## src/include/icache_params.svh

```systemverilog
`ifndef ICACHE_PARAMS_SVH
`define ICACHE_PARAMS_SVH

// Physical address width
`define IC_AW          32

// log2 of line size in bytes
`define IC_P_LINE      4

// log2 of number of sets
`define IC_P_SETS      6

// Associativity
`define IC_WAYS        2

// Bus beat width, also the instruction width
`define IC_BEAT_DW     32

// Beats per line refill
`define IC_BEATS       4

// Tag is what is left above set index and line offset
`define IC_TAG_W       (`IC_AW - `IC_P_SETS - `IC_P_LINE)

`endif
```

## src/rtl/icache_pkg.sv

```systemverilog
`include "icache_params.svh"

package icache_pkg;

   // Controller FSM
   typedef enum logic [2:0] {
      BOOT       = 3'd0,
      IDLE       = 3'd1,
      INVALIDATE = 3'd2,
      REPLACE    = 3'd3,
      REFILL     = 3'd4,
      RELOAD     = 3'd5
   } ic_state_e;

   // Address fields
   typedef logic [`IC_P_SETS-1:0]          set_idx_t;
   typedef logic [`IC_TAG_W-1:0]           tag_t;
   typedef logic [$clog2(`IC_BEATS)-1:0]   beat_idx_t;

   // One bit per way, one-hot
   typedef logic [`IC_WAYS-1:0]            way_vec_t;

endpackage

```

## src/rtl/icache_refill_if.sv

```systemverilog
`timescale 1ns/1ps
`include "icache_params.svh"

interface icache_refill_if;

   logic                               req;         // One-cycle refill request
   logic [`IC_AW-`IC_P_LINE-1:0]       line_addr;   // Tag and set of the line
   logic                               beat_valid;  // Accepted read beat
   icache_pkg::beat_idx_t              beat_idx;    // Word position in line
   logic [`IC_BEAT_DW-1:0]             beat_data;
   logic                               beat_last;   // Final beat of the burst

   modport ctrl (
      output req,
      output line_addr,
      input  beat_valid,
      input  beat_idx,
      input  beat_data,
      input  beat_last
   );

   modport bus (
      input  req,
      input  line_addr,
      output beat_valid,
      output beat_idx,
      output beat_data,
      output beat_last
   );

endinterface

```

## src/rtl/icache_axi_rd.sv

```systemverilog
`timescale 1ns/1ps
`include "icache_params.svh"

module icache_axi_rd
(
   input  logic                        clk,
   input  logic                        i_reset,
   input  logic                        i_ar_ready,
   input  logic                        i_r_valid,
   input  logic [`IC_BEAT_DW-1:0]      i_r_data,
   input  logic                        i_r_last,
   output logic                        o_ar_valid,
   output logic [`IC_AW-1:0]           o_ar_addr,
   output logic                        o_r_ready,
   icache_refill_if.bus                refill
);

   logic                               ar_hds;
   logic                               r_hds;
   logic                               refill_open;
   logic [`IC_AW-`IC_P_LINE-1:0]       line_q;
   icache_pkg::beat_idx_t              beat_cnt;

   assign ar_hds = o_ar_valid & i_ar_ready;
   assign r_hds  = i_r_valid & o_r_ready;

   // AR channel, set on request and cleared on handshake
   always_ff @(posedge clk)
   begin
      if (i_reset)
      begin
         o_ar_valid <= 1'b0;
         line_q     <= '0;
      end
      else if (refill.req)
      begin
         o_ar_valid <= 1'b1;
         line_q     <= refill.line_addr;
      end
      else if (ar_hds)
         o_ar_valid <= 1'b0;
   end

   assign o_ar_addr = {line_q, {`IC_P_LINE{1'b0}}};  // Line aligned

   // Read data accepted only after the address went out
   always_ff @(posedge clk)
   begin
      if (i_reset)
      begin
         refill_open <= 1'b0;
         beat_cnt    <= '0;
      end
      else
      begin
         if (ar_hds)
            refill_open <= 1'b1;
         else if (r_hds & i_r_last)
            refill_open <= 1'b0;
         if (ar_hds)
            beat_cnt <= '0;
         else if (r_hds)
            beat_cnt <= beat_cnt + 1'b1;
      end
   end

   assign o_r_ready = refill_open;

   assign refill.beat_valid = r_hds;
   assign refill.beat_idx   = beat_cnt;
   assign refill.beat_data  = i_r_data;
   assign refill.beat_last  = r_hds & i_r_last;

endmodule

```

## src/flat_wrapper.sv

```systemverilog
// flat-port wrapper written by rule: the top's interface ports become plain ports
module icache_axi_rd_flat 
  (clk, i_reset, i_ar_ready, i_r_valid, i_r_data, i_r_last, o_ar_valid, o_ar_addr, o_r_ready, refill_req, refill_line_addr, refill_beat_valid, refill_beat_idx, refill_beat_data, refill_beat_last);
  icache_refill_if refill_i ();
  input  logic clk;
  input  logic i_reset;
  input  logic i_ar_ready;
  input  logic i_r_valid;
  input  logic [`IC_BEAT_DW-1:0] i_r_data;
  input  logic i_r_last;
  output logic o_ar_valid;
  output logic [`IC_AW-1:0] o_ar_addr;
  output logic o_r_ready;
  input wire logic [$bits(refill_i.req)-1:0] refill_req;
  input wire logic [$bits(refill_i.line_addr)-1:0] refill_line_addr;
  output wire logic [$bits(refill_i.beat_valid)-1:0] refill_beat_valid;
  output wire logic [$bits(refill_i.beat_idx)-1:0] refill_beat_idx;
  output wire logic [$bits(refill_i.beat_data)-1:0] refill_beat_data;
  output wire logic [$bits(refill_i.beat_last)-1:0] refill_beat_last;
  assign refill_i.req = refill_req;
  assign refill_i.line_addr = refill_line_addr;
  assign refill_beat_valid = refill_i.beat_valid;
  assign refill_beat_idx = refill_i.beat_idx;
  assign refill_beat_data = refill_i.beat_data;
  assign refill_beat_last = refill_i.beat_last;
  icache_axi_rd u_core (.clk(clk), .i_reset(i_reset), .i_ar_ready(i_ar_ready), .i_r_valid(i_r_valid), .i_r_data(i_r_data), .i_r_last(i_r_last), .o_ar_valid(o_ar_valid), .o_ar_addr(o_ar_addr), .o_r_ready(o_r_ready), .refill(refill_i));
endmodule
```

## config.mk

```make
export PLATFORM = sky130hd
export DESIGN_NAME = icache_axi_rd_flat
export DESIGN_NICKNAME = d
export VERILOG_FILES = /design/src/rtl/icache_pkg.sv /design/src/rtl/icache_refill_if.sv /design/src/rtl/icache_axi_rd.sv /design/src/flat_wrapper.sv
export VERILOG_INCLUDE_DIRS = /design/src /design/src/include
export SDC_FILE = /design/constraint.sdc
export NUM_CORES = 1
export LEC_CHECK = 0
export BUFFER_PORTS_ARGS = -buffer_cell sky130_fd_sc_hd__buf_2
export CORE_ASPECT_RATIO = 1.1
export CORE_UTILIZATION = 36
export DETAILED_ROUTE_END_ITERATION = 6
export GPL_ROUTABILITY_DRIVEN = 0
export PLACE_DENSITY = 0.79
export SLEW_MARGIN = 20
export SYNTH_ARGS = -nofsm -noshare
export SYNTH_HDL_FRONTEND = slang
export SYNTH_SLANG_ARGS = --single-unit
```

## constraint.sdc

```tcl
create_clock -name clk -period 1.2 [get_ports clk]
set_clock_uncertainty 0.1 [all_clocks]
set_input_delay 0.12 -clock clk [delete_from_list [all_inputs] [get_ports clk]]
set_output_delay 0.12 -clock clk [all_outputs]
set_load 0.01 [all_outputs]
```

## Yosys cells after proc, flatten, opt, wreduce, memory -nomap -nowiden

Cells that the tools add are included.

| storage, ports and cells | value |
|---|---|
| input port bits | 66 |
| register bits after elaboration | 32 |
| word-level logic and storage cells | 15 |
| output and inout port bits | 70 |

| cells by class | value |
|---|---|
| reductions and logical operators | 3 |
| add/subtract/negate cells | 1 |
| bitwise logic cells | 3 |
| multiplexer cells | 4 |

Operator list:

| operator | count |
|---|---|
| 1-bit 2-to-1 mux | 4 |
| 2-bit nonzero test | 2 |
| 1-bit AND | 3 |
| 2-bit by 1-bit adder with 2-bit output (second input constant) | 1 |
| 2-bit OR reduction | 1 |

## Logic depth before layout (Yosys ltp)

Gate-level depths: netlist (run 1).

| depth | value |
|---|---|
| word-level depth | 4 |
| depth in mapped cells | 4 |
| mapped depth without buffers | 3 |

## Worst setup path before layout (run 1)

Ideal clock, no wire load.

| timing | value |
|---|---|
| path type | register to register |
| from | register u_core.refill_open, in the netlist u_core.o_r_ready |
| to | register u_core.beat_cnt[0], in the netlist u_core.refill.beat_idx[0] |
| data required time | 1.014 ns |
| arrival | 0.809 ns |
| setup time | 0.086 ns |
| cell stages (with the launch flop) | 4 |
| period minus slack after synthesis | 0.994 ns |
| path buffers | 0 |
| slack | 0.206 ns |
| path through | dfxtp_1 and2_2 xnor2_1 a211oi_1 |

| on the way | value |
|---|---|
| word-level cells in the longest chain between the ends | 1 |

Ends and longest elaborated chain:

| element | line | text |
|---|---|---|
| start: declaration | icache_axi_rd.sv:20 | `logic refill_open;` |
| start signal: assignment | icache_axi_rd.sv:51 | `refill_open <= 1'b0;` |
| start signal: assignment | icache_axi_rd.sv:57 | `refill_open <= 1'b1;` |
| start signal: assignment | icache_axi_rd.sv:59 | `refill_open <= 1'b0;` |
| 1-bit AND | icache_axi_rd.sv:25 | `assign r_hds = i_r_valid & o_r_ready;` |
| named net refill_beat_valid | flat_wrapper.sv:16 | `output wire logic [$bits(refill_i.beat_valid)-1:0] refill_beat_valid;` |
| end signal: assignment | icache_axi_rd.sv:63 | `beat_cnt <= beat_cnt + 1'b1;` |
| end: declaration | icache_axi_rd.sv:22 | `icache_pkg::beat_idx_t beat_cnt;` |

The timed path passes the listed nets, and every way through them passes these cells.
A chain may end at the register's enable or synchronous reset.

## Worst setup path in the final report (run 1)

| timing | value |
|---|---|
| from | register u_core.refill_open, in the netlist u_core.o_r_ready |
| to | output refill_beat_valid |

| on the way | value |
|---|---|
| word-level cells in the longest chain between the ends | 1 |

Ends and longest elaborated chain:

| element | line |
|---|---|
| 1-bit AND | icache_axi_rd.sv:25 |
| end: declaration | flat_wrapper.sv:16 |

No other way between the ends.

==> results.json, run 1 <==
{
  "status": "completed",
  "synth.cell_area_um2": 1430,
  "hold_viol": 0,
  "fin_crit_sh_pct": 95.0,
  "fillCellCount": 339,
  "antennaDiodeCount": 0,
  "grt_overflow": 0,
  "htreeDepth": 2,
  "maxSlewViolCount": 0,
  "end_kind": "output port",
  "fin_tns_setup_ps": 0,
  "placed_cell_area_um2": 1560,
  "rsz0062_at_grt": "false",
  "hold_path.class": "input pin to register",
  "ios": 136,
  "min_path_cells": 4,
  "syn_area_per_cell_um2": 9.92,
  "route.detailed.drc": 0,
  "critPathLaunchType": "register",
  "ant_nets": 0,
  "netSwitchingPower_mw": 0.558,
  "routedWlPerCell_um": 11.1,
  "seq_power_share_pct": 49.1,
  "path_clk_slew_ps": 60,
  "pwr-share-comb_pct": 16.0,
  "grt_use_total_pct": 14.2,
  "std_cell_rows": 23,
  "dieWidth_um": 62.1,
  "max_freq_ghz": 0.877,
  "drive_gt1_share_pct": 37.4,
  "clock-sinks": 32,
  "finalSetupViolations": 0,
  "wl_um": 2910,
  "p_leak_nw": 1.02,
  "core_um2": 3710,
  "crit_fanout": 5,
  "insertion_delay_ps": 270,
  "reg2reg_depth": 3,
  "cts_tree": "done",
  "mostFrequentLayoutCells": "buf_2 (67), dfxtp_1 (31), nor2_1 (30)",
  "initial_core_util_pct": 38.5,
  "pwr-share-clk_pct": 34.9,
  "grt_pass1_vias": 1011,
  "drtIter0Drc": 44,
  "cap_viol_max_count": 0,
  "dieArea_um2": 4230,
  "first_pass_iters": 3,
  "crit_arrival_ps": 920,
  "cts_setup_buffers": 0,
  "antenna_found_initial": 0,
  "power.total_mw": 2.35,
  "min_period_ps": 1140,
  "die_y_um": 68.1,
  "num_vias": 1126,
  "yosysSeqAreaShare_pct": 44.8,
  "avgViaCountPerCell": 4.31,
  "path_class": "register to output port",
  "numCtsBuffers": 5,
  "root_buffer": "clkbuf_8",
  "area_growth_pct": 35.9,
  "fin_area_um2": 1940,
  "yosys_warnings": 0,
  "intPower_mw": 1.79,
  "grt_start_max_net_pins": 30,
  "final_common_cell": "buf_2",
  "crit_required_ps": 980,
  "peakVddDrop_v": 0.000568,
  "io_buffers": 67,
  "grt_pass1_wl_um": 4160,
  "syn_inst": 144,
  "synth_seq_cells": 32,
  "pwr_density_cell_nw_per_um2": 1210,
  "final_nets": 276,
  "yosysUniqueCellTypes": 18,
  "post-dp-hpwl_um": 1760,
  "switching_share_pct": 23.7,
  "cts.path.max_buffers": 2
}
-- layer usage --
| layer | vias up | GRT usage [%] | share of wire, % |
|---|---|---|---|
| met2 | 52 | 25.1 | 50 |
| met5 | - | 0 | 0 |
| met3 | 12 | 6.43 | 7.3 |
| met4 | 0 | 8.33 | 2.6 |
| li1 | 557 | - | - |
| met1 | 505 | 13.0 | 40 |
-- through the flow --
stage	util [%]	instances	worst slack [ps]	hold WS (ps)
3_5_place_dp	42.0	224	206	140
2_1_floorplan	-	147	206	98.2
3_3_place_gp	42.0	224	264	140
4_1_cts	52.3	261	21.3	63.6
6_report	52.3	261	59.6	93.1
5_1_grt	52.3	261	12.9	114
-- cell usage after synthesis (all sizes together) --
library cell  instances  area [um2]
xnor2                 1        8.76
a21oi                 1        5.00
and3                  1        6.26
mux2i                28         280
a211oi                2        15.0
nand2                 1        3.75
a22oi                 1        7.51
nand3                 1        5.00
inv                   1        3.75
xor2                  1        8.76
clkbuf                3        11.3
buf                  39         309
conb                  1        3.75
dfxtp                32         641
and2                  1        7.51
nor2                 30         113
-- path summary, 6_finish.rpt --
path	start	to	slack (ps)
hold / removal	i_r_last	u_core.o_r_ready	90
setup reg to reg	u_core.o_r_ready	u_core.refill.beat_idx[0]	210
hold reg to reg	u_core.line_q[21]	u_core.line_q[21]	380
setup / recovery	u_core.o_r_ready	refill_beat_valid	60
-- kinds of logic (layout without fill, tap and decap cells) --
family / Yosys count / count (layout) / share of synthesized area (%)
flip-flops: 32 / 32 / 44.8
AO/OA/AOI/OAI: 4 / 4 / 1.93
buffers and inverters: 43 / 107 / 22.7
XOR/XNOR: 2 / 2 / 1.23
multiplexers: 28 / 28 / 19.6
AND/OR/NAND/NOR: 34 / 34 / 9.46
other: 1 / 4 / 0.262
-- layout make-up --
cell class                      count  area (um2)  area share, %
Timing Repair Buffer               98         666           34.3
Tap cell                           50        62.6           3.22
Sequential cell                    32         642           33.1
Inverter                            1        3.75          0.193
Clock inverter                      2        10.0          0.515
Clock buffer                        6        82.6           4.25
Multi-Input combinational cell     72         475           24.5
-- flip-flops by register name, indices dropped and copies added, names as in the netlist --
| signal | cells |
|---|---|
| u_core.line_q | 28 |
| u_core.refill.beat_idx | 2 |
| u_core.o_ar_valid | 1 |
| u_core.o_r_ready | 1 |
-- critical path, stage by stage (launching register included) --
cell and delay, ps:
dfxtp_2 330, and2_2 180, buf_2 140
-- repair_timing --
item                                    4_1_cts  5_1_grt
hold buffers                                 29        0
endpoints found under the hold margin        30        0
endpoints found under the setup margin        0        2
resized for setup                             0        1
-- power by group through the flow --
stage | logic [mW] | registers, mW | clock network [mW]
floorplan | 0.256 | 1.21 | 0
global placement | 0.297 | 1.18 | 0
detailed placement | 0.304 | 1.18 | 0
CTS | 0.376 | 1.15 | 0.864
global route | 0.416 | 1.16 | 0.915
finish | 0.375 | 1.15 | 0.821
No activity file was read; power rests on OpenSTA's default activity.
==> inputs of run 2 (changes only) <==
CTS_CLUSTER_SIZE = 10   (was default)
MAX_ROUTING_LAYER = met4   (was default)
==> run 2 against run 1 <==
- via count shrank 0.36%
- sequential share of layout area is the same
- register-to-register slack is essentially flat
- power is essentially flat
- combinational power is essentially flat
- critical path type unchanged
- critical endpoint unchanged
- largest cell class unchanged
==> results.json, run 2 (same netlist as run 1, synthesis figures left out) <==
{
  "drtIter0Drc": 43,
  "cts_tree": "done",
  "largest_reg_flops": 28,
  "critPathLaunchType": "register",
  "avgViaCountPerCell": 4.30,
  "peakVddDrop_v": 0.000568,
  "dieArea_um2": 4230,
  "r2r_slack_ps": 210,
  "grt_pass1_vias": 1011,
  "root_buffer": "clkbuf_8",
  "initial_core_util_pct": 38.5,
  "placed_cell_area_um2": 1560,
  "cpPeakStageDelay_ps": 330,
  "power.total_mw": 2.35,
  "routedWlPerCell_um": 11.1,
  "post-dp-hpwl_um": 1760,
  "dieWidth_um": 62.1,
  "num_vias": 1122,
  "hold_viol": 0,
  "fin_crit_sh_pct": 95.1,
  "io_buffers": 67,
  "place_ws_ps": 206,
  "final_nets": 276,
  "ios": 136,
  "max_freq_ghz": 0.876,
  "p_leak_nw": 1.02,
  "hold_path.class": "input pin to register",
  "ant_nets": 0,
  "drive_gt1_share_pct": 37.4,
  "crit_fanout": 5,
  "cts.path.max_buffers": 2,
  "die_y_um": 68.1,
  "htreeDepth": 2,
  "grt_pass1_wl_um": 4170,
  "crit_arrival_ps": 920,
  "fin_ws_ps": 58.7,
  "top_register": "u_core.line_q",
  "core_um2": 3710,
  "mostFrequentLayoutCells": "buf_2 (67), dfxtp_1 (31), nor2_1 (30)",
  "critPathTopFamily": "flip-flops",
  "maxSlewViolCount": 0,
  "grt_overflow": 0,
  "end_kind": "output port",
  "path_buf_inv": 1,
  "antenna_found_initial": 0,
  "clock-sinks": 32,
  "pwr_density_cell_nw_per_um2": 1210,
  "path_cells": "and2_2 -> buf_2",
  "grt_start_max_net_pins": 30,
  "crit_required_ps": 980,
  "cap_viol_max_count": 0,
  "status": "completed",
  "finalSetupViolations": 0,
  "wl_um": 2910,
  "fin_tns_setup_ps": 0,
  "grt_use_total_pct": 14.6,
  "rsz0062_at_grt": "false",
  "antennaDiodeCount": 0,
  "area_growth_pct": 35.9,
  "numCtsBuffers": 5,
  "first_pass_iters": 2,
  "route.detailed.drc": 0,
  "fin_util_pct": 52.3,
  "fin_area_um2": 1940,
  "path_class": "register to output port",
  "path_clk_slew_ps": 60,
  "cp_slowest_cell": "dfxtp_2",
  "std_cell_rows": 23,
  "final_common_cell": "buf_2",
  "min_period_ps": 1140,
  "insertion_delay_ps": 270
}
run 2: what timing repair did:
action                                 CTS  global route
endpoints found under the hold margin   30             0
hold buffers                            29             0
setup endpoints to repair                0             2
gates resized for setup                  0             1
setup buffers                            0             0
run 2: layer usage:
metal	share of wire [%]	up-vias	routed length, um	GRT usage [%]
met2	51	54	1480	25.1
met3	7.0	12	204	6.43
met5	0	-	0	-
met4	2.1	0	60	8.33
li1	-	556	-	-
met1	40	500	1160	13.0
run 2: cell type report:
cell class / instances / area [um2]
Multi-Input combinational cell: 72 / 475
Clock inverter: 2 / 10.0
Clock buffer: 6 / 82.6
Fill cell: 339 / 1770
Timing Repair Buffer: 98 / 666
Inverter: 1 / 3.75
Sequential cell: 32 / 642
Tap cell: 50 / 62.6
run 2: worst paths after layout:
| kind | start | endpoint | depth (start not counted) |
|---|---|---|---|
| setup reg to reg | u_core.o_r_ready | u_core.refill.beat_idx[0] | 3 |
| setup / recovery | u_core.o_r_ready | refill_beat_valid | 2 |
| hold / removal | i_r_last | u_core.o_r_ready | 4 |
| hold reg to reg | u_core.line_q[21] | u_core.line_q[21] | 2 |
run 2: worst reg2reg max path, stage by stage, from the launching register on:
cell and delay (ps):
dfxtp_2 330, and2_2 180, xnor2_1 120, a211oi_1 170
run 2: where the power goes:
| part | switching [mW] | leakage, nW | internal [mW] |
|---|---|---|---|
| logic | 0.163 | 0.703 | 0.212 |
| clock network | 0.365 | 0.0510 | 0.456 |
| registers | 0.0309 | 0.264 | 1.12 |
run 2: metrics by stage:
stage                     hold slack, ps  cells
after detailed placement             140    224
after CTS                           63.6    261
final                               92.6    261
after floorplan                     98.2    147
after global routing                 114    261
after global placement               140    224
==> inputs of run 3 (changes only) <==
ABC_AREA = 1   (was default)
==> run 3 against run 2 <==
- core utilization decreased by 0.80 points
- global-route usage is 3.2 points higher
- critical path depth is 1 higher
- critical path type unchanged
- critical endpoint is now refill_beat_last
- largest cell class unchanged
- largest power group unchanged
==> results.json, run 3 <==
{
  "grt_pass1_vias": 1276,
  "maxSlewViolCount": 0,
  "grt_use_total_pct": 17.8,
  "avgViaCountPerCell": 4.43,
  "cp-startpoint": "u_core.o_r_ready",
  "reg2reg_depth": 4,
  "end_kind": "output port",
  "r2r_slack_ps": 330,
  "yosysMostFrequentCell": "nor2_1",
  "drive_gt1_share_pct": 33.5,
  "grt_pass1_wl_um": 5570,
  "final_common_cell": "buf_2",
  "path_clk_slew_ps": 60,
  "routedWlPerCell_um": 11.9,
  "ys_async_sr_fraction_pct": 0,
  "wl_um": 3580,
  "rr_endpoint": "u_core.refill.beat_idx[1]",
  "synth_top_area_share_pct": 44.3,
  "dieWidth_um": 62.4,
  "die_y_um": 68.5,
  "fin_area_um2": 1930,
  "root_buffer": "clkbuf_8",
  "cap_viol_max_count": 0,
  "status": "completed",
  "path_class": "register to output port",
  "synth_seq_cells": 32,
  "netlist_top_cells_count": "nor2_1 (57), buf_4 (37), dfxtp_1 (32)",
  "ios": 136,
  "mostFrequentLayoutCells": "buf_2 (67), nor2_1 (57), dfxtp_1 (31)",
  "final_nets": 316,
  "core_um2": 3740,
  "insertion_delay_ps": 280,
  "synth_edf_count": 0,
  "post-dp-hpwl_um": 2140,
  "max_freq_ghz": 0.878,
  "io_buffers": 67,
  "critPathCapture": "refill_beat_last",
  "std_cell_rows": 23,
  "route.detailed.drc": 0,
  "peakVddDrop_v": 0.000965,
  "dieArea_um2": 4280,
  "min_period_ps": 1140,
  "syn_inst": 186,
  "p_leak_nw": 0.984,
  "syn_area_per_cell_um2": 7.78,
  "cts.path.max_buffers": 2,
  "initial_core_util_pct": 38.7,
  "clock-sinks": 32,
  "power.total_mw": 2.39,
  "netlist_top_cells_area": "dfxtp_1 (44%), buf_4 (19%), nor2_1 (15%)",
  "hold_path.class": "input pin to register",
  "antenna_found_initial": 0,
  "crit_arrival_ps": 920,
  "ant_nets": 0,
  "yosysUniqueCellTypes": 21,
  "finalSetupViolations": 0,
  "largest_reg_flops": 28,
  "cts_tree": "done",
  "fin_tns_setup_ps": 0,
  "hold_viol": 0,
  "synth.cell_area_um2": 1450,
  "ys.flop_type": "dfxtp_1",
  "synth_top_cell_by_area": "dfxtp_1",
  "area_growth_pct": 33.2,
  "antennaDiodeCount": 0,
  "drtIter0Drc": 34,
  "crit_fanout": 4,
  "num_vias": 1334,
  "pwr_density_cell_nw_per_um2": 1240,
  "placed_cell_area_um2": 1530,
  "first_pass_iters": 4,
  "fin_crit_sh_pct": 94.9,
  "htreeDepth": 2,
  "grt_overflow": 0,
  "yosysSeqAreaShare_pct": 44.3,
  "numCtsBuffers": 5,
  "crit_required_ps": 980,
  "grt_start_max_net_pins": 30,
  "critPathLaunchType": "register",
  "yosys_warnings": 0,
  "rsz0062_at_grt": "false",
  "timing.rr.start": "u_core.o_r_ready",
  "holdWs_ps": 44.4,
  "top_register": "u_core.line_q"
}
-- run 3: changes by cell type in the layout (fill, tap and decap cells not counted), moves of 3 or more --
cell     before  now
mux2i_1      28    0
nand2_1       1    7
inv_1         1    6
nor2_1       30   57
o21ai_0       0   26
nor2_2        0    3
-- run 3: per-stage QoR --
stage          worst slack, ps  cells  util (%)
2_1_floorplan              306    189         -
3_3_place_gp               114    262      40.8
3_5_place_dp              78.9    262      40.8
4_1_cts                   24.6    300      51.3
5_1_grt                   3.82    301      51.5
6_report                  61.4    301      51.5
-- run 3: layer usage --
layer / GRT usage (%) / routed length [um] / share of wire [%] / vias up
met5: - / 0 / 0 / -
met2: 31.4 / 1860 / 52 / 52
met3: 4.67 / 228 / 6.4 / 31
met4: 16.9 / 167 / 4.7 / 0
li1: - / - / - / 664
met1: 15.9 / 1320 / 37 / 587
-- run 3: critical path, stage by stage (launching register included) --
cell and delay, ps:
dfxtp_2 340, nand2_1 80, nor2_1 90, buf_2 130
-- run 3: worst min-delay path by stage --
stage	from	to	slack (ps)	cells after the start
after floorplan	i_reset	u_core.o_ar_valid	80	1
after global placement	i_r_data[11]	refill_beat_data[11]	140	0
after detailed placement	i_r_data[11]	refill_beat_data[11]	140	0
after CTS	i_r_valid	u_core.refill.beat_idx[1]	30	3
after global routing	i_r_valid	u_core.refill.beat_idx[1]	60	3
final	i_r_valid	u_core.refill.beat_idx[1]	40	3
-- run 3: cell families (layout without fill, tap and decap cells) --
kind of cell | after synthesis | after routing | share of synthesized area [%]
buffers and inverters | 53 | 115 | 25.6
DFF | 32 | 32 | 44.3
other | 1 | 4 | 0.259
and+or+nand+nor | 69 | 69 | 18.7
AOI/OAI and AO/OA | 31 | 31 | 11.2
-- run 3: timing repair --
action	CTS	global route
hold buffers	30	0
gates resized for setup	1	0
setup buffers	0	1
hold endpoints to repair	30	0
setup endpoints to repair	1	1
-- run 3: final cells by class --
type / instances / area (um2)
Fill cell: 363 / 1810
Timing Repair Buffer: 99 / 651
Sequential cell: 32 / 642
Multi-Input combinational cell: 104 / 447
Clock buffer: 6 / 82.6
Tap cell: 50 / 62.6
Inverter: 8 / 32.5
Clock inverter: 2 / 10.0
-- run 3: report_power, final --
part,leakage (nW),total [mW],internal (mW),switching [mW]
clock network,0.0510,0.835,0.457,0.378
registers,0.266,1.17,1.13,0.0331
logic,0.667,0.387,0.195,0.192
total,0.984,2.39,1.78,0.603
