[config.mk]
export PLATFORM = sky130hd
export DESIGN_NAME = icache_ctrl_flat
export DESIGN_NICKNAME = d
export VERILOG_FILES = /design/src/rtl/icache_pkg.sv /design/src/rtl/icache_refill_if.sv /design/src/rtl/icache_ctrl.sv /design/src/flat_wrapper.sv
export VERILOG_INCLUDE_DIRS = /design/src /design/src/include
export SDC_FILE = /design/constraint.sdc
export NUM_CORES = 1
export LEC_CHECK = 0
export BUFFER_PORTS_ARGS = -buffer_cell sky130_fd_sc_hd__clkbuf_2
export CELL_PAD_IN_SITES_DETAIL_PLACEMENT = 0
export CELL_PAD_IN_SITES_GLOBAL_PLACEMENT = 2
export CORE_UTILIZATION = 26
export DETAILED_ROUTE_END_ITERATION = 10
export PLACE_DENSITY_LB_ADDON = 0.1
export SYNTH_ARGS = -nofsm -noshare
export SYNTH_HDL_FRONTEND = slang
export SYNTH_SLANG_ARGS = --single-unit
[constraint.sdc]
create_clock -name clk -period 3.9 [get_ports clk]
set_input_delay 0.78 -clock clk [delete_from_list [all_inputs] [get_ports clk]]
set_output_delay 0.78 -clock clk [all_outputs]
set_load 0.02 [all_outputs]
[src/include/icache_params.svh]
`ifndef ICACHE_PARAMS_SVH
`define ICACHE_PARAMS_SVH

// Physical address width
`define IC_AW          32

// log2 of line size in bytes
`define IC_P_LINE      4

// log2 of number of sets
`define IC_P_SETS      6

// Associativity
`define IC_WAYS        2

// Bus beat width, also the instruction width
`define IC_BEAT_DW     32

// Beats per line refill
`define IC_BEATS       4

// Tag is what is left above set index and line offset
`define IC_TAG_W       (`IC_AW - `IC_P_SETS - `IC_P_LINE)

`endif
[src/rtl/icache_pkg.sv]
`include "icache_params.svh"

package icache_pkg;

   // Controller FSM
   typedef enum logic [2:0] {
      BOOT       = 3'd0,
      IDLE       = 3'd1,
      INVALIDATE = 3'd2,
      REPLACE    = 3'd3,
      REFILL     = 3'd4,
      RELOAD     = 3'd5
   } ic_state_e;

   // Address fields
   typedef logic [`IC_P_SETS-1:0]          set_idx_t;
   typedef logic [`IC_TAG_W-1:0]           tag_t;
   typedef logic [$clog2(`IC_BEATS)-1:0]   beat_idx_t;

   // One bit per way, one-hot
   typedef logic [`IC_WAYS-1:0]            way_vec_t;

endpackage

[src/rtl/icache_refill_if.sv]
`timescale 1ns/1ps
`include "icache_params.svh"

interface icache_refill_if;

   logic                               req;         // One-cycle refill request
   logic [`IC_AW-`IC_P_LINE-1:0]       line_addr;   // Tag and set of the line
   logic                               beat_valid;  // Accepted read beat
   icache_pkg::beat_idx_t              beat_idx;    // Word position in line
   logic [`IC_BEAT_DW-1:0]             beat_data;
   logic                               beat_last;   // Final beat of the burst

   modport ctrl (
      output req,
      output line_addr,
      input  beat_valid,
      input  beat_idx,
      input  beat_data,
      input  beat_last
   );

   modport bus (
      input  req,
      input  line_addr,
      output beat_valid,
      output beat_idx,
      output beat_data,
      output beat_last
   );

endinterface

[src/rtl/icache_ctrl.sv]
`timescale 1ns/1ps
`include "icache_params.svh"

module icache_ctrl
(
   input  logic                        clk,
   input  logic                        i_reset,
   input  logic                        i_fetch_en,
   input  logic [`IC_AW-1:0]           i_fetch_addr,
   input  logic                        i_inv_we,
   input  logic [`IC_AW-1:0]           i_inv_addr,
   input  logic                        i_hit,
   input  logic [`IC_BEAT_DW-1:0]      i_hit_word,
   output logic                        o_stall,
   output logic [`IC_BEAT_DW-1:0]      o_insn,
   output logic                        o_insn_valid,
   output logic                        o_rd_en,
   output icache_pkg::set_idx_t        o_rd_set,
   output icache_pkg::beat_idx_t       o_rd_beat,
   output icache_pkg::way_vec_t        o_tag_we,
   output icache_pkg::set_idx_t        o_tag_set,
   output icache_pkg::tag_t            o_tag_wdata,
   output logic                        o_tag_valid,
   output icache_pkg::way_vec_t        o_data_we,
   output icache_pkg::set_idx_t        o_data_set,
   output icache_pkg::beat_idx_t       o_data_beat,
   output logic [`IC_BEAT_DW-1:0]      o_data_wdata,
   output icache_pkg::tag_t            o_lookup_tag,
   icache_refill_if.ctrl               refill
);

   localparam int BEAT_W   = $clog2(`IC_BEATS);
   localparam int WORD_LSB = `IC_P_LINE - BEAT_W;

   icache_pkg::ic_state_e              state_q;
   icache_pkg::ic_state_e              state_d;
   icache_pkg::set_idx_t               boot_cnt;
   icache_pkg::set_idx_t               inv_set;
   icache_pkg::way_vec_t               victim_ptr;
   icache_pkg::way_vec_t               refill_way;
   logic                               p_ce;
   logic                               miss;
   logic                               refill_get_word;
   logic                               s1_valid;
   logic [`IC_AW-1:0]                  s1_addr;
   logic                               s2_valid;     // Missed fetch parked in stage 2
   logic [`IC_AW-1:0]                  s2_addr;

   assign p_ce    = (state_q == icache_pkg::IDLE);  // Pipeline moves only in IDLE
   assign o_stall = ~p_ce;
   assign miss    = s1_valid & ~i_hit;

   // Beat carrying the word of the stalled fetch
   assign refill_get_word = refill.beat_valid &
                            (refill.beat_idx == s2_addr[WORD_LSB +: BEAT_W]);

   always_comb
   begin
      state_d = state_q;
      case (state_q)
         icache_pkg::BOOT:
            if (boot_cnt == '1)
               state_d = icache_pkg::IDLE;
         icache_pkg::IDLE:
            if (i_inv_we)
               state_d = icache_pkg::INVALIDATE;
            else if (miss)
               state_d = icache_pkg::REPLACE;
         icache_pkg::INVALIDATE:
            state_d = s2_valid ? icache_pkg::REPLACE : icache_pkg::RELOAD; // Resume a parked miss
         icache_pkg::REPLACE:
            state_d = icache_pkg::REFILL;
         icache_pkg::REFILL:
            if (refill.beat_last)
               state_d = icache_pkg::RELOAD;
         icache_pkg::RELOAD:
            state_d = icache_pkg::IDLE;
         default:
            state_d = icache_pkg::BOOT;
      endcase
   end

   always_ff @(posedge clk)
   begin
      if (i_reset)
      begin
         state_q    <= icache_pkg::BOOT;
         boot_cnt   <= '0;
         victim_ptr <= icache_pkg::way_vec_t'(1);  // Way 0 first
         refill_way <= '0;
      end
      else
      begin
         state_q <= state_d;
         if (state_q == icache_pkg::BOOT)
            boot_cnt <= boot_cnt + 1'b1;
         if (state_q == icache_pkg::REPLACE)
         begin
            refill_way <= victim_ptr;
            victim_ptr <= {victim_ptr[0], victim_ptr[`IC_WAYS-1:1]};
         end
      end
   end

   always_ff @(posedge clk)
   begin
      if (p_ce & i_inv_we)
         inv_set <= i_inv_addr[`IC_P_LINE +: `IC_P_SETS];
   end

   // Stage registers
   always_ff @(posedge clk)
   begin
      if (i_reset)
      begin
         s1_valid <= 1'b0;
         s2_valid <= 1'b0;
      end
      else if (p_ce)
      begin
         s1_valid <= i_fetch_en;
         s2_valid <= miss;
      end
      else if (state_q == icache_pkg::RELOAD)
         s2_valid <= 1'b0;
   end

   always_ff @(posedge clk)
   begin
      if (p_ce)
      begin
         s1_addr <= i_fetch_addr;
         s2_addr <= s1_addr;
      end
   end

   // Output register, hit path or forwarded refill beat
   always_ff @(posedge clk)
   begin
      if (i_reset)
         o_insn_valid <= 1'b0;
      else
         o_insn_valid <= (p_ce & s1_valid & i_hit) |
                         ((state_q == icache_pkg::RELOAD) & s2_valid);
   end

   always_ff @(posedge clk)
   begin
      if (p_ce)
         o_insn <= i_hit_word;
      else if ((state_q == icache_pkg::REFILL) & refill_get_word)
         o_insn <= refill.beat_data;
   end

   // Array addressing by state
   always_comb
   begin
      o_rd_en   = p_ce | (state_q == icache_pkg::RELOAD);
      o_rd_set  = i_fetch_addr[`IC_P_LINE +: `IC_P_SETS];
      o_rd_beat = i_fetch_addr[WORD_LSB +: BEAT_W];
      if (state_q == icache_pkg::RELOAD)
      begin
         o_rd_set  = s1_addr[`IC_P_LINE +: `IC_P_SETS];  // Look up the held fetch again
         o_rd_beat = s1_addr[WORD_LSB +: BEAT_W];
      end

      o_tag_we    = '0;
      o_tag_set   = s2_addr[`IC_P_LINE +: `IC_P_SETS];
      o_tag_valid = 1'b0;
      case (state_q)
         icache_pkg::BOOT:
         begin
            o_tag_we  = '1;
            o_tag_set = boot_cnt;
         end
         icache_pkg::INVALIDATE:
         begin
            o_tag_we  = '1;
            o_tag_set = inv_set;
         end
         icache_pkg::REPLACE:
         begin
            o_tag_we    = victim_ptr;
            o_tag_valid = 1'b1;
         end
         default: ;
      endcase
   end

   assign o_tag_wdata  = s2_addr[`IC_AW-1 -: `IC_TAG_W];
   assign o_lookup_tag = s1_addr[`IC_AW-1 -: `IC_TAG_W];

   assign o_data_we    = ((state_q == icache_pkg::REFILL) & refill.beat_valid) ? refill_way : '0;
   assign o_data_set   = s2_addr[`IC_P_LINE +: `IC_P_SETS];
   assign o_data_beat  = refill.beat_idx;
   assign o_data_wdata = refill.beat_data;

   assign refill.req       = (state_q == icache_pkg::REPLACE);
   assign refill.line_addr = s2_addr[`IC_AW-1:`IC_P_LINE];

endmodule

[src/flat_wrapper.sv]
// flat-port wrapper written by rule: the top's interface ports become plain ports
module icache_ctrl_flat 
  (clk, i_reset, i_fetch_en, i_fetch_addr, i_inv_we, i_inv_addr, i_hit, i_hit_word, o_stall, o_insn, o_insn_valid, o_rd_en, o_rd_set, o_rd_beat, o_tag_we, o_tag_set, o_tag_wdata, o_tag_valid, o_data_we, o_data_set, o_data_beat, o_data_wdata, o_lookup_tag, refill_req, refill_line_addr, refill_beat_valid, refill_beat_idx, refill_beat_data, refill_beat_last);
  icache_refill_if refill_i ();
  input  logic clk;
  input  logic i_reset;
  input  logic i_fetch_en;
  input  logic [`IC_AW-1:0] i_fetch_addr;
  input  logic i_inv_we;
  input  logic [`IC_AW-1:0] i_inv_addr;
  input  logic i_hit;
  input  logic [`IC_BEAT_DW-1:0] i_hit_word;
  output logic o_stall;
  output logic [`IC_BEAT_DW-1:0] o_insn;
  output logic o_insn_valid;
  output logic o_rd_en;
  output icache_pkg::set_idx_t o_rd_set;
  output icache_pkg::beat_idx_t o_rd_beat;
  output icache_pkg::way_vec_t o_tag_we;
  output icache_pkg::set_idx_t o_tag_set;
  output icache_pkg::tag_t o_tag_wdata;
  output logic o_tag_valid;
  output icache_pkg::way_vec_t o_data_we;
  output icache_pkg::set_idx_t o_data_set;
  output icache_pkg::beat_idx_t o_data_beat;
  output logic [`IC_BEAT_DW-1:0] o_data_wdata;
  output icache_pkg::tag_t o_lookup_tag;
  output wire logic [$bits(refill_i.req)-1:0] refill_req;
  output wire logic [$bits(refill_i.line_addr)-1:0] refill_line_addr;
  input wire logic [$bits(refill_i.beat_valid)-1:0] refill_beat_valid;
  input wire logic [$bits(refill_i.beat_idx)-1:0] refill_beat_idx;
  input wire logic [$bits(refill_i.beat_data)-1:0] refill_beat_data;
  input wire logic [$bits(refill_i.beat_last)-1:0] refill_beat_last;
  assign refill_req = refill_i.req;
  assign refill_line_addr = refill_i.line_addr;
  assign refill_i.beat_valid = refill_beat_valid;
  assign refill_i.beat_idx = refill_beat_idx;
  assign refill_i.beat_data = refill_beat_data;
  assign refill_i.beat_last = refill_beat_last;
  icache_ctrl u_core (.clk(clk), .i_reset(i_reset), .i_fetch_en(i_fetch_en), .i_fetch_addr(i_fetch_addr), .i_inv_we(i_inv_we), .i_inv_addr(i_inv_addr), .i_hit(i_hit), .i_hit_word(i_hit_word), .o_stall(o_stall), .o_insn(o_insn), .o_insn_valid(o_insn_valid), .o_rd_en(o_rd_en), .o_rd_set(o_rd_set), .o_rd_beat(o_rd_beat), .o_tag_we(o_tag_we), .o_tag_set(o_tag_set), .o_tag_wdata(o_tag_wdata), .o_tag_valid(o_tag_valid), .o_data_we(o_data_we), .o_data_set(o_data_set), .o_data_beat(o_data_beat), .o_data_wdata(o_data_wdata), .o_lookup_tag(o_lookup_tag), .refill(refill_i));
endmodule
# [After elaboration in Yosys (flattened, before gate mapping)]
# Index checks and enable logic that the tools add are counted.
[word_totals] ff_bits=118 inputBits=137 output_inout_bits=167 wordCells=55
[classes] n_addsub=1 eq_ne=10 mux=16 n_bitwise=12 n_reduce_logical=5
[ops] cell="$mux W32" n=2
[ops] cell="$pmux W3 S6" n=1
[ops] cell="$mux W3" n=5
[ops] cell="$pmux W6 S2" n=1
[ops] cell="$and A1 B1 Y1" n=8
[ops] cell="$add A6 B1 Y6 const B" n=1
[ops] cell="$eq A3 B2 Y1 const B" n=2
[ops] cell="$eq A3 B3 Y1 const B" n=2
[ops] cell="$eq A6 B6 Y1 const B" n=1
[ops] cell="$mux W6" n=1
[ops] cell="$mux W2" n=2
[ops] cell="$pmux W2 S2" n=1
[ops] cell="$reduce_bool A2 Y1" n=2
[ops] cell="$eq A3 B1 Y1 const B" n=1
[ops] cell="$logic_not A3 Y1" n=1
[ops] cell="$mux W1" n=3
[ops] cell="$ne A3 B3 Y1 const B" n=1
[ops] cell="$reduce_and A3 Y1" n=1
[ops] cell="$eq A2 B2 Y1" n=1
[ops] cell="$ne A2 B1 Y1 const B" n=1
[ops] cell="$ne A2 B2 Y1 const B" n=1
[ops] cell="$not A1 Y1" n=2
[ops] cell="$or A1 B1 Y1" n=2
[ops] cell="$reduce_or A2 Y1" n=1

# [Depth between registers and ports, before layout]
# Gate-level depths: netlist of run 1.
[logic_depth] ltp_word=5 depth_mapped=7 mapped_depth_nobuf=5

# [Worst setup path before layout of run 1]
# OpenSTA, ideal clock, no wires.
[synth_path] path_kind="input to register" start="in refill_beat_idx[1]" end="reg u_core.o_insn[0], enable pin" setup_time_ns=0.432 arrival_time_ns=2.988 required_time_ns=3.468 setup_slack_ns=0.480 cell_stages=3 n_path_buf=0 cell_sequence="xor2_1 -> or4_1 -> a21oi_1"
[synth_via] elab_chain_cells=4
[synth_rtl] element="start, declared" line_no="flat_wrapper.sv:31" text="input wire logic [$bits(refill_i.beat_idx)-1:0] refill_beat_idx;"
[synth_rtl] element="$eq A2 B2 Y1" line_no="icache_ctrl.sv:55" text="(refill.beat_idx == s2_addr[WORD_LSB +: BEAT_W]);"
[synth_rtl] element="$and A1 B1 Y1" line_no="icache_ctrl.sv:54" text="assign refill_get_word = refill.beat_valid &"
[synth_rtl] element="$and A1 B1 Y1" line_no="icache_ctrl.sv:151" text="else if ((state_q == icache_pkg::REFILL) & refill_get_word)"
[synth_rtl] element="$reduce_bool A2 Y1 (no line)"
[synth_rtl] element="end signal, assigned" line_no="icache_ctrl.sv:150" text="o_insn <= i_hit_word;"
[synth_rtl] element="end signal, assigned" line_no="icache_ctrl.sv:152" text="o_insn <= refill.beat_data;"
[synth_rtl] element="end, declared" line_no="icache_ctrl.sv:15" text="output logic [`IC_BEAT_DW-1:0] o_insn,"
# No other way between the ends.
# A chain may end at the register's enable or synchronous reset.

# [Worst setup path after layout of run 1]
[layout_path] start="reg u_core.state_q[0]" end="out o_rd_set[5]"
[layout_via] elab_chain_cells=2
[layout_rtl] element="start, declared" line_no="icache_ctrl.sv:35" text="icache_pkg::ic_state_e state_q;"
[layout_rtl] element="start signal, assigned" line_no="icache_ctrl.sv:87" text="state_q <= icache_pkg::BOOT;"
[layout_rtl] element="start signal, assigned" line_no="icache_ctrl.sv:94" text="state_q <= state_d;"
[layout_rtl] element="$eq A3 B3 Y1" line_no="icache_ctrl.sv:161" text="if (state_q == icache_pkg::RELOAD)"
[layout_rtl] element="$mux W6" line_no="icache_ctrl.sv:161"
[layout_rtl] element="end, declared" line_no="flat_wrapper.sv:17" text="output icache_pkg::set_idx_t o_rd_set;"
# No other way between the ends.

==> results of run 1 <==
## worst reg2reg max path: stages (launching register included)
cell and delay (ns):
dfxtp_1 0.48, nand2b_1 0.29, or2_2 0.36, inv_4 0.52, mux2_2 0.48
## sequential cells by signal, indices dropped and copies added, names as in the netlist
signal / count
u_core.s2_valid: 1
u_core.o_insn: 32
u_core.boot_cnt: 6
u_core.s1_addr: 30
u_core.o_insn_valid: 1
u_core.state_q: 3
u_core.inv_set: 6
u_core.victim_ptr: 1
u_core.refill_way: 2
u_core.s1_valid: 1
u_core.s2_addr: 30
## area by class of cell
class,instances,area (um2),area share (%)
Timing Repair Buffer,278,1410,21.4
Tap cell,265,332,5.02
Clock inverter,14,166,2.52
Multi-Input combinational cell,129,1010,15.3
Clock buffer,18,429,6.49
Inverter,3,13.8,0.208
Sequential cell,113,3240,49.1
## per-stage QoR
stage | hold WS (ns) | total power, mW | instance area (um2)
after floorplan | 0.422 | 1.43 | 5170
after global placement | 0.427 | 1.49 | 6010
after detailed placement | 0.435 | 1.49 | 6010
after CTS | 0.447 | 3.07 | 6610
after global routing | 0.453 | 3.13 | 6610
final | 0.445 | 3.02 | 6610
## layout by cell type, fill, tap and decap left out, types with 3 or more instances in the layout
cell type	count
a21oi_1	10
bufinv_16	3
clkbuf_16	17
clkbuf_2	275
clkinv_4	3
clkinvlp_4	5
dfxtp_1	15
edfxtp_1	98
mux2_2	40
mux2i_1	9
nand2_1	17
nand3_1	5
nor2_1	8
o21ai_0	8
xor2_1	3
## logic make-up after synthesis
logic type	share of synthesized area, %
muxes	10.5
xor gates and xnor gates	0.678
AOI/OAI and AO/OA	2.95
DFF	62.7
adders and majority gates	0.242
buffers and inverters	17.9
and+or+nand+nor	5.03
## routing by layer
metal | GRT usage [%] | vias to the layer above | share of wire, %
met1 | 13.0 | 1536 | 39
li1 | - | 1563 | -
met4 | 5.09 | 0 | 0.99
met3 | 5.94 | 5 | 11
met5 | 0 | - | 0
met2 | 19.6 | 181 | 49
## where the power goes
part / total (mW) / internal [mW] / switching (mW)
combinational: 0.152 / 0.0749 / 0.0770
sequential: 1.31 / 1.31 / 0.00348
clock: 1.56 / 1.00 / 0.557
total: 3.02 / 2.38 / 0.637
## path summary, 6_finish.rpt
| path | startpoint | endpoint | slack [ns] | cells past startpoint |
|---|---|---|---|---|
| min reg2reg | u_core.s1_addr[21] | u_core.s2_addr[21] | 0.45 | 0 |
| min | u_core.s1_addr[21] | u_core.s2_addr[21] | 0.45 | 0 |
| max reg2reg | u_core.state_q[2] | u_core.o_insn[24] | 1.53 | 4 |
| max | u_core.state_q[0] | o_rd_set[5] | 0.72 | 4 |
==> out/qor.txt, run 1 <==
Run status = finished, final reports clean
Yosys reg bits = 113
PortBufs = 275
Fin crit share = 81.5%
Synth cell types = 39
Most frequent cells after synthesis = buf_4 (113), edfxtp_1 (98), mux2_2 (40)
Largest net degree at the start of global routing = 55
DIE HEIGHT = 143 um
Fin util = 34.0%
Clock Sink Count = 113
Core area = 19500 um2
Clock slew at reported path FFs = 0.06 ns
Worst Tran Pin Value = 0.742 ns
Final wirelength = 12100 um
Syn-to-layout area delta = 27.8%
Vias in the first global route = 3131
Congestion Overflow GR = 0
Largest buffer count on any clock path = 2
Clk_skew = 0.0107 ns
Power per cell area = 457 nW/um2
Max VDD drop = 0.261 mV
# nets final = 680
Clock Latency Late Sink = 0.41 ns
1st-iter DRT viols = 135
Worst path required time = 3.12 ns
Worst-path maximum fanout = 12
Syn nets = 508
Final-report max-slew violation count = 0
Max cap viols = 0
Mapped Area = 5170 um2
Largest area contributor in the netlist = edfxtp_1
Initial antenna violation count = 0
# DRC = 0
Max stage delay on crit path = 0.58 ns
Wirelength per Cell = 14.7 um
Top-count cell post-synth = buf_4
Synth top area share = 56.9%
Critical path class = reg2out
Crit path launch type = register
Antenna-violating nets left = 0
Diodes inserted = 0
EDFF count, synth = 98
Non-Filler Instances = 820
Fillers = 1952
Seq/Total Area, Yosys = 62.7%
CTS Hold Bufs = 0
Gr usage total = 11.9%
CP endpoint kind = primary output
Clock root cell = clkbuf_16
Post-CTS Setup Bufs = 0
Fraction of final layout cells with drive strength greater than 1 = 63.6%
Post_cts resized = 0
Cell count after placement = 788
I/O pin total = 304
Die X = 143 um
Max Freq = 315 MHz
Minimum clock period = 3.18 ns
Critical Path AT = 2.40 ns
Starting Density = 26.6%
Crit-path cells = nor2b_1 > nand2_1 > mux2_2 > clkbuf_2
Unrepaired setup endpoints after global routing = no
Async set-or-reset flop fraction in the synthesized netlist = 0%
RePlAce Congestion = 0.745
CP delay by family, top = simple AND/OR/NAND/NOR gates
Setup TNS = 0 ns
Yosys warnings = 0
Clock buffer count from CTS = 17
Static leakage = 2.74 nW
Worst Path Buf+Inv = 1
First-pass GRT wire length = 17400 um
CTS tree = done
CP max-delay cell = dfxtp_1
Via count = 3285
Final Hold Fails = 0
Mapped Avg Cell Area = 14.0 um2
Drt pass-1 iters = 6
Setup ws final = 0.722 ns
Vias per cell = 4.01
Slew headroom = 50.5%
Hpwl dp = 8960 um
Min-Delay Path Class = reg2reg
Final setup viols = 0
H-tree depth = 4
Pre-CTS setup slack = 1.08 ns
Syn Inst Count = 370
Die Area = 20500 um2
Ranking of synthesized cells by area = edfxtp_1 (57%), buf_4 (16%), mux2_2 (8.7%)
Primary FF master, synth = edfxtp_1
Row count = 51
No activity file was read; power rests on OpenSTA's default activity.
==> run 2: changes to the inputs <==
--- a/config.mk
+++ b/config.mk
@@ -9,7 +9,7 @@
 export BUFFER_PORTS_ARGS = -buffer_cell sky130_fd_sc_hd__clkbuf_2
 export CELL_PAD_IN_SITES_DETAIL_PLACEMENT = 0
 export CELL_PAD_IN_SITES_GLOBAL_PLACEMENT = 2
-export CORE_UTILIZATION = 26
+export CORE_UTILIZATION = 24
 export DETAILED_ROUTE_END_ITERATION = 10
 export PLACE_DENSITY_LB_ADDON = 0.1
 export SYNTH_ARGS = -nofsm -noshare
==> constraint.sdc (replaced) <==
create_clock -name clk -period 2.65 [get_ports clk]
set_input_delay 0.53 -clock clk [delete_from_list [all_inputs] [get_ports clk]]
set_output_delay 0.53 -clock clk [all_outputs]
set_load 0.02 [all_outputs]
==> run 2 against run 1 <==
  * Utilization decreased by 2.4 points
  * Critical path depth stayed put
  * Flip-flop and latch count is the same
  * Clock power is 42% higher
  * Critical endpoint is now o_rd_set[2]
==> out/qor.txt, run 2 (synthesis gave the netlist of run 1 again) <==
Flop-to-flop setup slack = 0.69 ns (-0.84 ns)
1st-iter DRT viols = 151 (+12%)
Hold Path End = u_core.s1_addr[13]
Starting Density = 24.5% (-2.0 points)
Final Hold Fails = 0 (unchanged)
Critical Path AT = 1.86 ns (-0.54 ns)
Max Freq = 418 MHz
Die Area = 22100 um2 (+8.2%)
H-tree depth = 4 (unchanged)
CTS tree = done
Row count = 53 (+3.9%)
Final-report max-slew violation count = 0 (unchanged)
Worst Tran Pin Value = 0.491 ns (-0.252 ns)
Worst-path maximum fanout = 12 (unchanged)
Commonest cells after routing, fill and taps aside = clkbuf_2 (275), edfxtp_1 (98), mux2_2 (40)
Unrepaired setup endpoints after global routing = no
Fraction of final layout cells with drive strength greater than 1 = 64.4% (+0.80 points)
Final setup viols = 0 (unchanged)
Post-CTS Setup Bufs = 0 (unchanged)
Commonest non-fill, non-tap cell in the layout = clkbuf_2
M1 wire length = 5240 um (+11%)
Worst path required time = 2.12 ns (-1.00 ns)
Largest net degree at the start of global routing = 51 (-7.3%)
Fillers = 2186 (+12%)
CP endpoint kind = primary output
Die X = 149 um (+4.0%)
Clock root cell = clkbuf_16
Syn-to-layout area delta = 28.7%
Vias per cell = 3.98 (-0.69%)
RR Endpoint = u_core.o_insn[29]
Antenna-violating nets left = 0 (unchanged)
Max VDD drop = 0.339 mV (+30%)
Drt pass-1 iters = 4 (-2)
DIE HEIGHT = 149 um (+4.0%)
Clk_skew = 0.0101 ns (-0.000642 ns)
Number of flip-flops in the largest register = 32 (unchanged)
Pre-CTS setup slack = 0.326 ns (-0.751 ns)
Reg-to-Reg Start = u_core.state_q[0]
Met3 wire length = 1320 um (+4.0%)
# DRC = 0 (unchanged)
Wirelength per Cell = 15.0 um (+2.3%)
Biggest register = u_core.o_insn
Clock slew at reported path FFs = 0.06 ns (about the same)
Min-Delay Path Class = in2reg
Pwr Total = 4.37 mW (+45%)
Largest buffer count on any clock path = 2 (unchanged)
Fin crit share = 90.3%
Core area = 21100 um2 (+8.4%)
Run status = finished, final reports clean
# nets final = 684 (+0.59%)
Routed wl met2 = 5770 um (-2.6%)
First-pass GRT wire length = 18900 um (+9.0%)
Critical path class = reg2out
I/O pin total = 304 (unchanged)
Minimum clock period = 2.39 ns
Power per cell area = 656 nW/um2 (+44%)
Diodes inserted = 0 (unchanged)
Hpwl dp = 9170 um (+2.3%)
Initial antenna violation count = 0 (unchanged)
Static leakage = 2.75 nW (+0.58%)
Setup TNS = 0 ns (unchanged)
Vias in the first global route = 3344 (+6.8%)
Clock Latency Late Sink = 0.41 ns (about the same)
Clock buffer count from CTS = 17 (unchanged)
Congestion Overflow GR = 0 (unchanged)
Via count = 3318 (+1.0%)
Hold Crit Depth = 1 (+1)
Min-delay src = i_fetch_addr[13]
Crit path launch type = register
Largest regs = u_core.o_insn: 32 flops, u_core.s1_addr: 30 flops, u_core.s2_addr: 30 flops
Clock Sink Count = 113 (unchanged)
Gr usage total = 11.7% (-0.18 points)
Top sig layer = met4
RePlAce Congestion = 0.695 (-6.6%)
Slew headroom = 67.2% (+17 points)
Worst r2r path cells = 5 (+1)
Setup ws final = 0.256 ns (-0.466 ns)
Final wirelength = 12500 um (+4.0%)
Max cap viols = 0 (unchanged)
PortBufs = 275 (unchanged)
## run 2: cell count changes in the layout (fill, tap and decap cells not counted), moves of 2 or more
cell      before  now
clkinv_4       3    1
dfxtp_1       15   13
buf_12         1    3
dfxtp_2        0    2
buf_4          2    4
## run 2: cell type report
| type | count | area, um2 | share of cell area [%] |
|---|---|---|---|
| Clock buffer | 17 | 425 | 6.39 |
| Sequential cell | 113 | 3250 | 48.8 |
| Clock inverter | 15 | 144 | 2.16 |
| Multi-Input combinational cell | 129 | 1010 | 15.3 |
| Timing Repair Buffer | 282 | 1470 | 22.0 |
| Inverter | 3 | 13.8 | 0.207 |
| Tap cell | 275 | 344 | 5.17 |
## run 2: metal layers
metal | track usage, % | up-vias
li1 | - | 1573
met1 | 13.6 | 1526
met2 | 18.5 | 205
met3 | 5.63 | 14
met4 | 5.05 | 0
met5 | 0 | -
## run 2: worst max-delay path: stages (launching register included)
cell      delay, ns
dfxtp_2        0.46
nor2b_1        0.24
nand2_2        0.24
mux2_2         0.34
clkbuf_2       0.17
## run 2: how the worst max path moves through the flow
| stage | start | endpoint | slack, ns |
|---|---|---|---|
| after global routing | u_core.state_q[0] | o_rd_set[2] | 0.13 |
| after global placement | u_core.state_q[0] | o_rd_set[2] | 0.36 |
| after detailed placement | u_core.state_q[0] | o_rd_set[2] | 0.33 |
| final | u_core.state_q[0] | o_rd_set[2] | 0.26 |
| after CTS | u_core.state_q[0] | o_rd_set[2] | 0.03 |
| after floorplan | u_core.state_q[2] | u_core.o_insn[24] | 0.04 |
## run 2: report_power, final
group	internal, mW	switching [mW]	total [mW]
logic	0.110	0.113	0.223
registers	1.93	0.00540	1.93
clock network	1.37	0.840	2.21
## run 2: repair_timing
item,in CTS,in global routing
gates resized for setup,1,2
gates cloned,0,0
setup endpoints to repair,8,9
hold buffers,0,0
pin swaps,0,0
## run 2: metrics by stage
step / hold WS [ns] / instance area, um2 / cells / util, %
2_1_floorplan: 0.422 / 5170 / 370 / -
3_3_place_gp: 0.427 / 6080 / 802 / 28.8
3_5_place_dp: 0.438 / 6080 / 802 / 28.8
4_1_cts: 0.262 / 6650 / 834 / 31.5
5_1_grt: 0.259 / 6650 / 834 / 31.6
6_report: 0.288 / 6650 / 834 / 31.6
==> run 3: changes to the inputs <==
--- a/config.mk
+++ b/config.mk
@@ -9,7 +9,8 @@
 export BUFFER_PORTS_ARGS = -buffer_cell sky130_fd_sc_hd__clkbuf_2
 export CELL_PAD_IN_SITES_DETAIL_PLACEMENT = 0
 export CELL_PAD_IN_SITES_GLOBAL_PLACEMENT = 2
-export CORE_UTILIZATION = 24
+export CORE_UTILIZATION = 25
+export CTS_BUF_LIST = sky130_fd_sc_hd__clkbuf_4
 export DETAILED_ROUTE_END_ITERATION = 10
 export PLACE_DENSITY_LB_ADDON = 0.1
 export SYNTH_ARGS = -nofsm -noshare
==> run 3 against run 2 <==
  * Sequential share of layout area grew 1.7 points
  * Critical path depth is the same
  * Design area shrank 3.4%
  * Via count grew 1.1%
  * Non-clock buffer count grew 5
  * First-iteration DRC count shrank 25%
  * Final cell count grew 0.12%
  * Register-to-register slack lost 0.03 ns
  * Clock power shrank 36%
  * Fmax shrank 1.1%
  * Flip-flop and latch count is the same
  * Sequential power is essentially flat
  * Critical endpoint is now o_rd_set[5]
==> out/qor.txt, run 3 (synthesis gave the netlist of run 1 again) <==
Run status = finished, final reports clean
Largest regs = u_core.o_insn: 32 flops, u_core.s1_addr: 30 flops, u_core.s2_addr: 30 flops
Power per cell area = 553 nW/um2 (-16%)
# DRC = 0 (unchanged)
Post-DP Area = 6110 um2 (+0.51%)
Clock buffer count from CTS = 17 (unchanged)
Vias per cell = 4.02 (+0.99%)
# nets final = 689 (+0.73%)
Slew headroom = 66.4% (-0.73 points)
Fraction of final layout cells with drive strength greater than 1 = 65.2% (+0.85 points)
I/O pin total = 304 (unchanged)
Sequential Area = 3250 um2 (about the same)
Commonest non-fill, non-tap cell in the layout = clkbuf_2
H-tree depth = 4 (unchanged)
DIE HEIGHT = 146 um (-2.0%)
Fin crit share = 91.3% (+1.0 points)
Crit path launch type = register
Pint = 2.70 mW (-21%)
Gr usage total = 11.5% (-0.22 points)
Min-Delay Path Class = in2reg
Critical path class = reg2out
Max cap viols = 0 (unchanged)
Vias in the first global route = 3340 (-0.12%)
Core area = 20200 um2 (-4.0%)
Clk network pwr share = 39.5% (-11 points)
Die Area = 21300 um2 (-3.9%)
Clock slew at reported path FFs = 0.11 ns (+0.05 ns)
CTS Hold Bufs = 0 (unchanged)
Via count = 3355 (+1.1%)
Biggest register = u_core.o_insn
CP endpoint kind = primary output
Pre-CTS setup slack = 0.376 ns (+0.0499 ns)
Worst-path maximum fanout = 9 (-3)
Drt pass-1 iters = 4 (unchanged)
Unrepaired setup endpoints after global routing = no
CTS tree = done
Setup TNS = 0 ns (unchanged)
Final Instance Area = 6430 um2 (-3.4%)
Sw frac = 24.1% (+2.2 points)
Antenna-violating nets left = 0 (unchanged)
Row count = 52 (-1.9%)
Clock Latency Late Sink = 0.51 ns (+0.10 ns)
RePlAce Congestion = 0.715 (+2.8%)
Share of power burned in registers = 54.2% (+9.9 points)
Fillers = 2115 (-3.2%)
Final-report max-slew violation count = 0 (unchanged)
1st-iter DRT viols = 114 (-25%)
PortBufs = 275 (unchanged)
Final wirelength = 12100 um (-3.4%)
Worst r2r path cells = 5 (unchanged)
Worst path required time = 2.12 ns (about the same)
Minimum clock period = 2.42 ns (+0.0265 ns)
Clock root cell = clkbuf_4
Congestion Overflow GR = 0 (unchanged)
Multi-input logic area = 1010 um2 (unchanged)
Critical Path AT = 1.89 ns (+0.03 ns)
Starting Density = 25.6% (+1.0 points)
Clk_skew = 0.0224 ns (+0.0124 ns)
Largest buffer count on any clock path = 2 (unchanged)
Final setup viols = 0 (unchanged)
Comb power frac = 6.3% (+1.2 points)
Wirelength per Cell = 14.5 um (-3.5%)
Max Freq = 413 MHz (-1.1%)
Syn-to-layout area delta = 24.3%
Static leakage = 2.69 nW (-2.4%)
Hpwl dp = 9210 um (+0.42%)
Setup ws final = 0.230 ns (-0.0265 ns)
Worst Tran Pin Value = 0.502 ns (+0.0110 ns)
Largest net degree at the start of global routing = 43 (-16%)
Commonest cells after routing, fill and taps aside = clkbuf_2 (275), edfxtp_1 (98), mux2_2 (40)
Initial antenna violation count = 1 (+1)
Clock Sink Count = 113 (unchanged)
First-pass GRT wire length = 18300 um (-3.5%)
Final Hold Fails = 0 (unchanged)
Sw power = 0.859 mW (-10%)
Max VDD drop = 0.286 mV (-16%)
Number of flip-flops in the largest register = 32 (unchanged)
Hold Crit Depth = 1 (unchanged)
Die X = 146 um (-2.0%)
[run 3: power by group through the flow]
stage	Sequential [mW]	Combinational (mW)	Clock, mW
6_report	1.93	0.223	1.41
5_1_grt	1.93	0.243	1.54
4_1_cts	1.93	0.228	1.48
3_5_place_dp	1.97	0.226	0
3_3_place_gp	1.97	0.227	0
2_1_floorplan	1.97	0.132	0
[run 3: per-layer routing]
metal	global-route usage (%)	wire length [um]
met1	13.0	5060
met2	19.3	5840
met3	5.20	1110
met4	3.63	98
met5	0	0
[run 3: through the flow]
stage,util [%],hold slack [ns],cells,power [mW]
4_1_cts,31.8,0.116,834,3.64
3_3_place_gp,30.2,0.432,802,2.20
3_5_place_dp,30.2,0.435,802,2.20
5_1_grt,31.8,0.107,835,3.71
2_1_floorplan,-,0.422,370,2.10
6_report,31.8,0.192,835,3.56
[run 3: critical path, stage by stage (launching register included)]
cell      delay, ns
dfxtp_2        0.43
nor2b_1        0.22
nand2_2        0.23
mux2_2         0.34
clkbuf_2       0.16
[run 3: final timing paths]
path | end | slack [ns] | startpoint
max | o_rd_set[5] | 0.23 | u_core.state_q[0]
min | u_core.s1_addr[16] | 0.19 | i_fetch_addr[16]
max reg2reg | u_core.o_insn[30] | 0.66 | u_core.state_q[2]
min reg2reg | u_core.s2_addr[30] | 0.45 | u_core.s1_addr[30]
[run 3: layout make-up]
type | instances | share of cell area (%)
well taps | 270 | 5.25
clock inverters | 15 | 2.82
inverters | 3 | 0.214
clock buffers | 17 | 1.99
repair buffers | 287 | 23.4
flip-flops and latches | 113 | 50.5
diodes | 1 | 0.0389
multi-input cells | 129 | 15.8
[run 3: what timing repair did]
| action | CTS | global route |
|---|---|---|
| setup endpoints to repair | 8 | 2 |
| resized for setup | 3 | 1 |
| setup buffers | 0 | 0 |
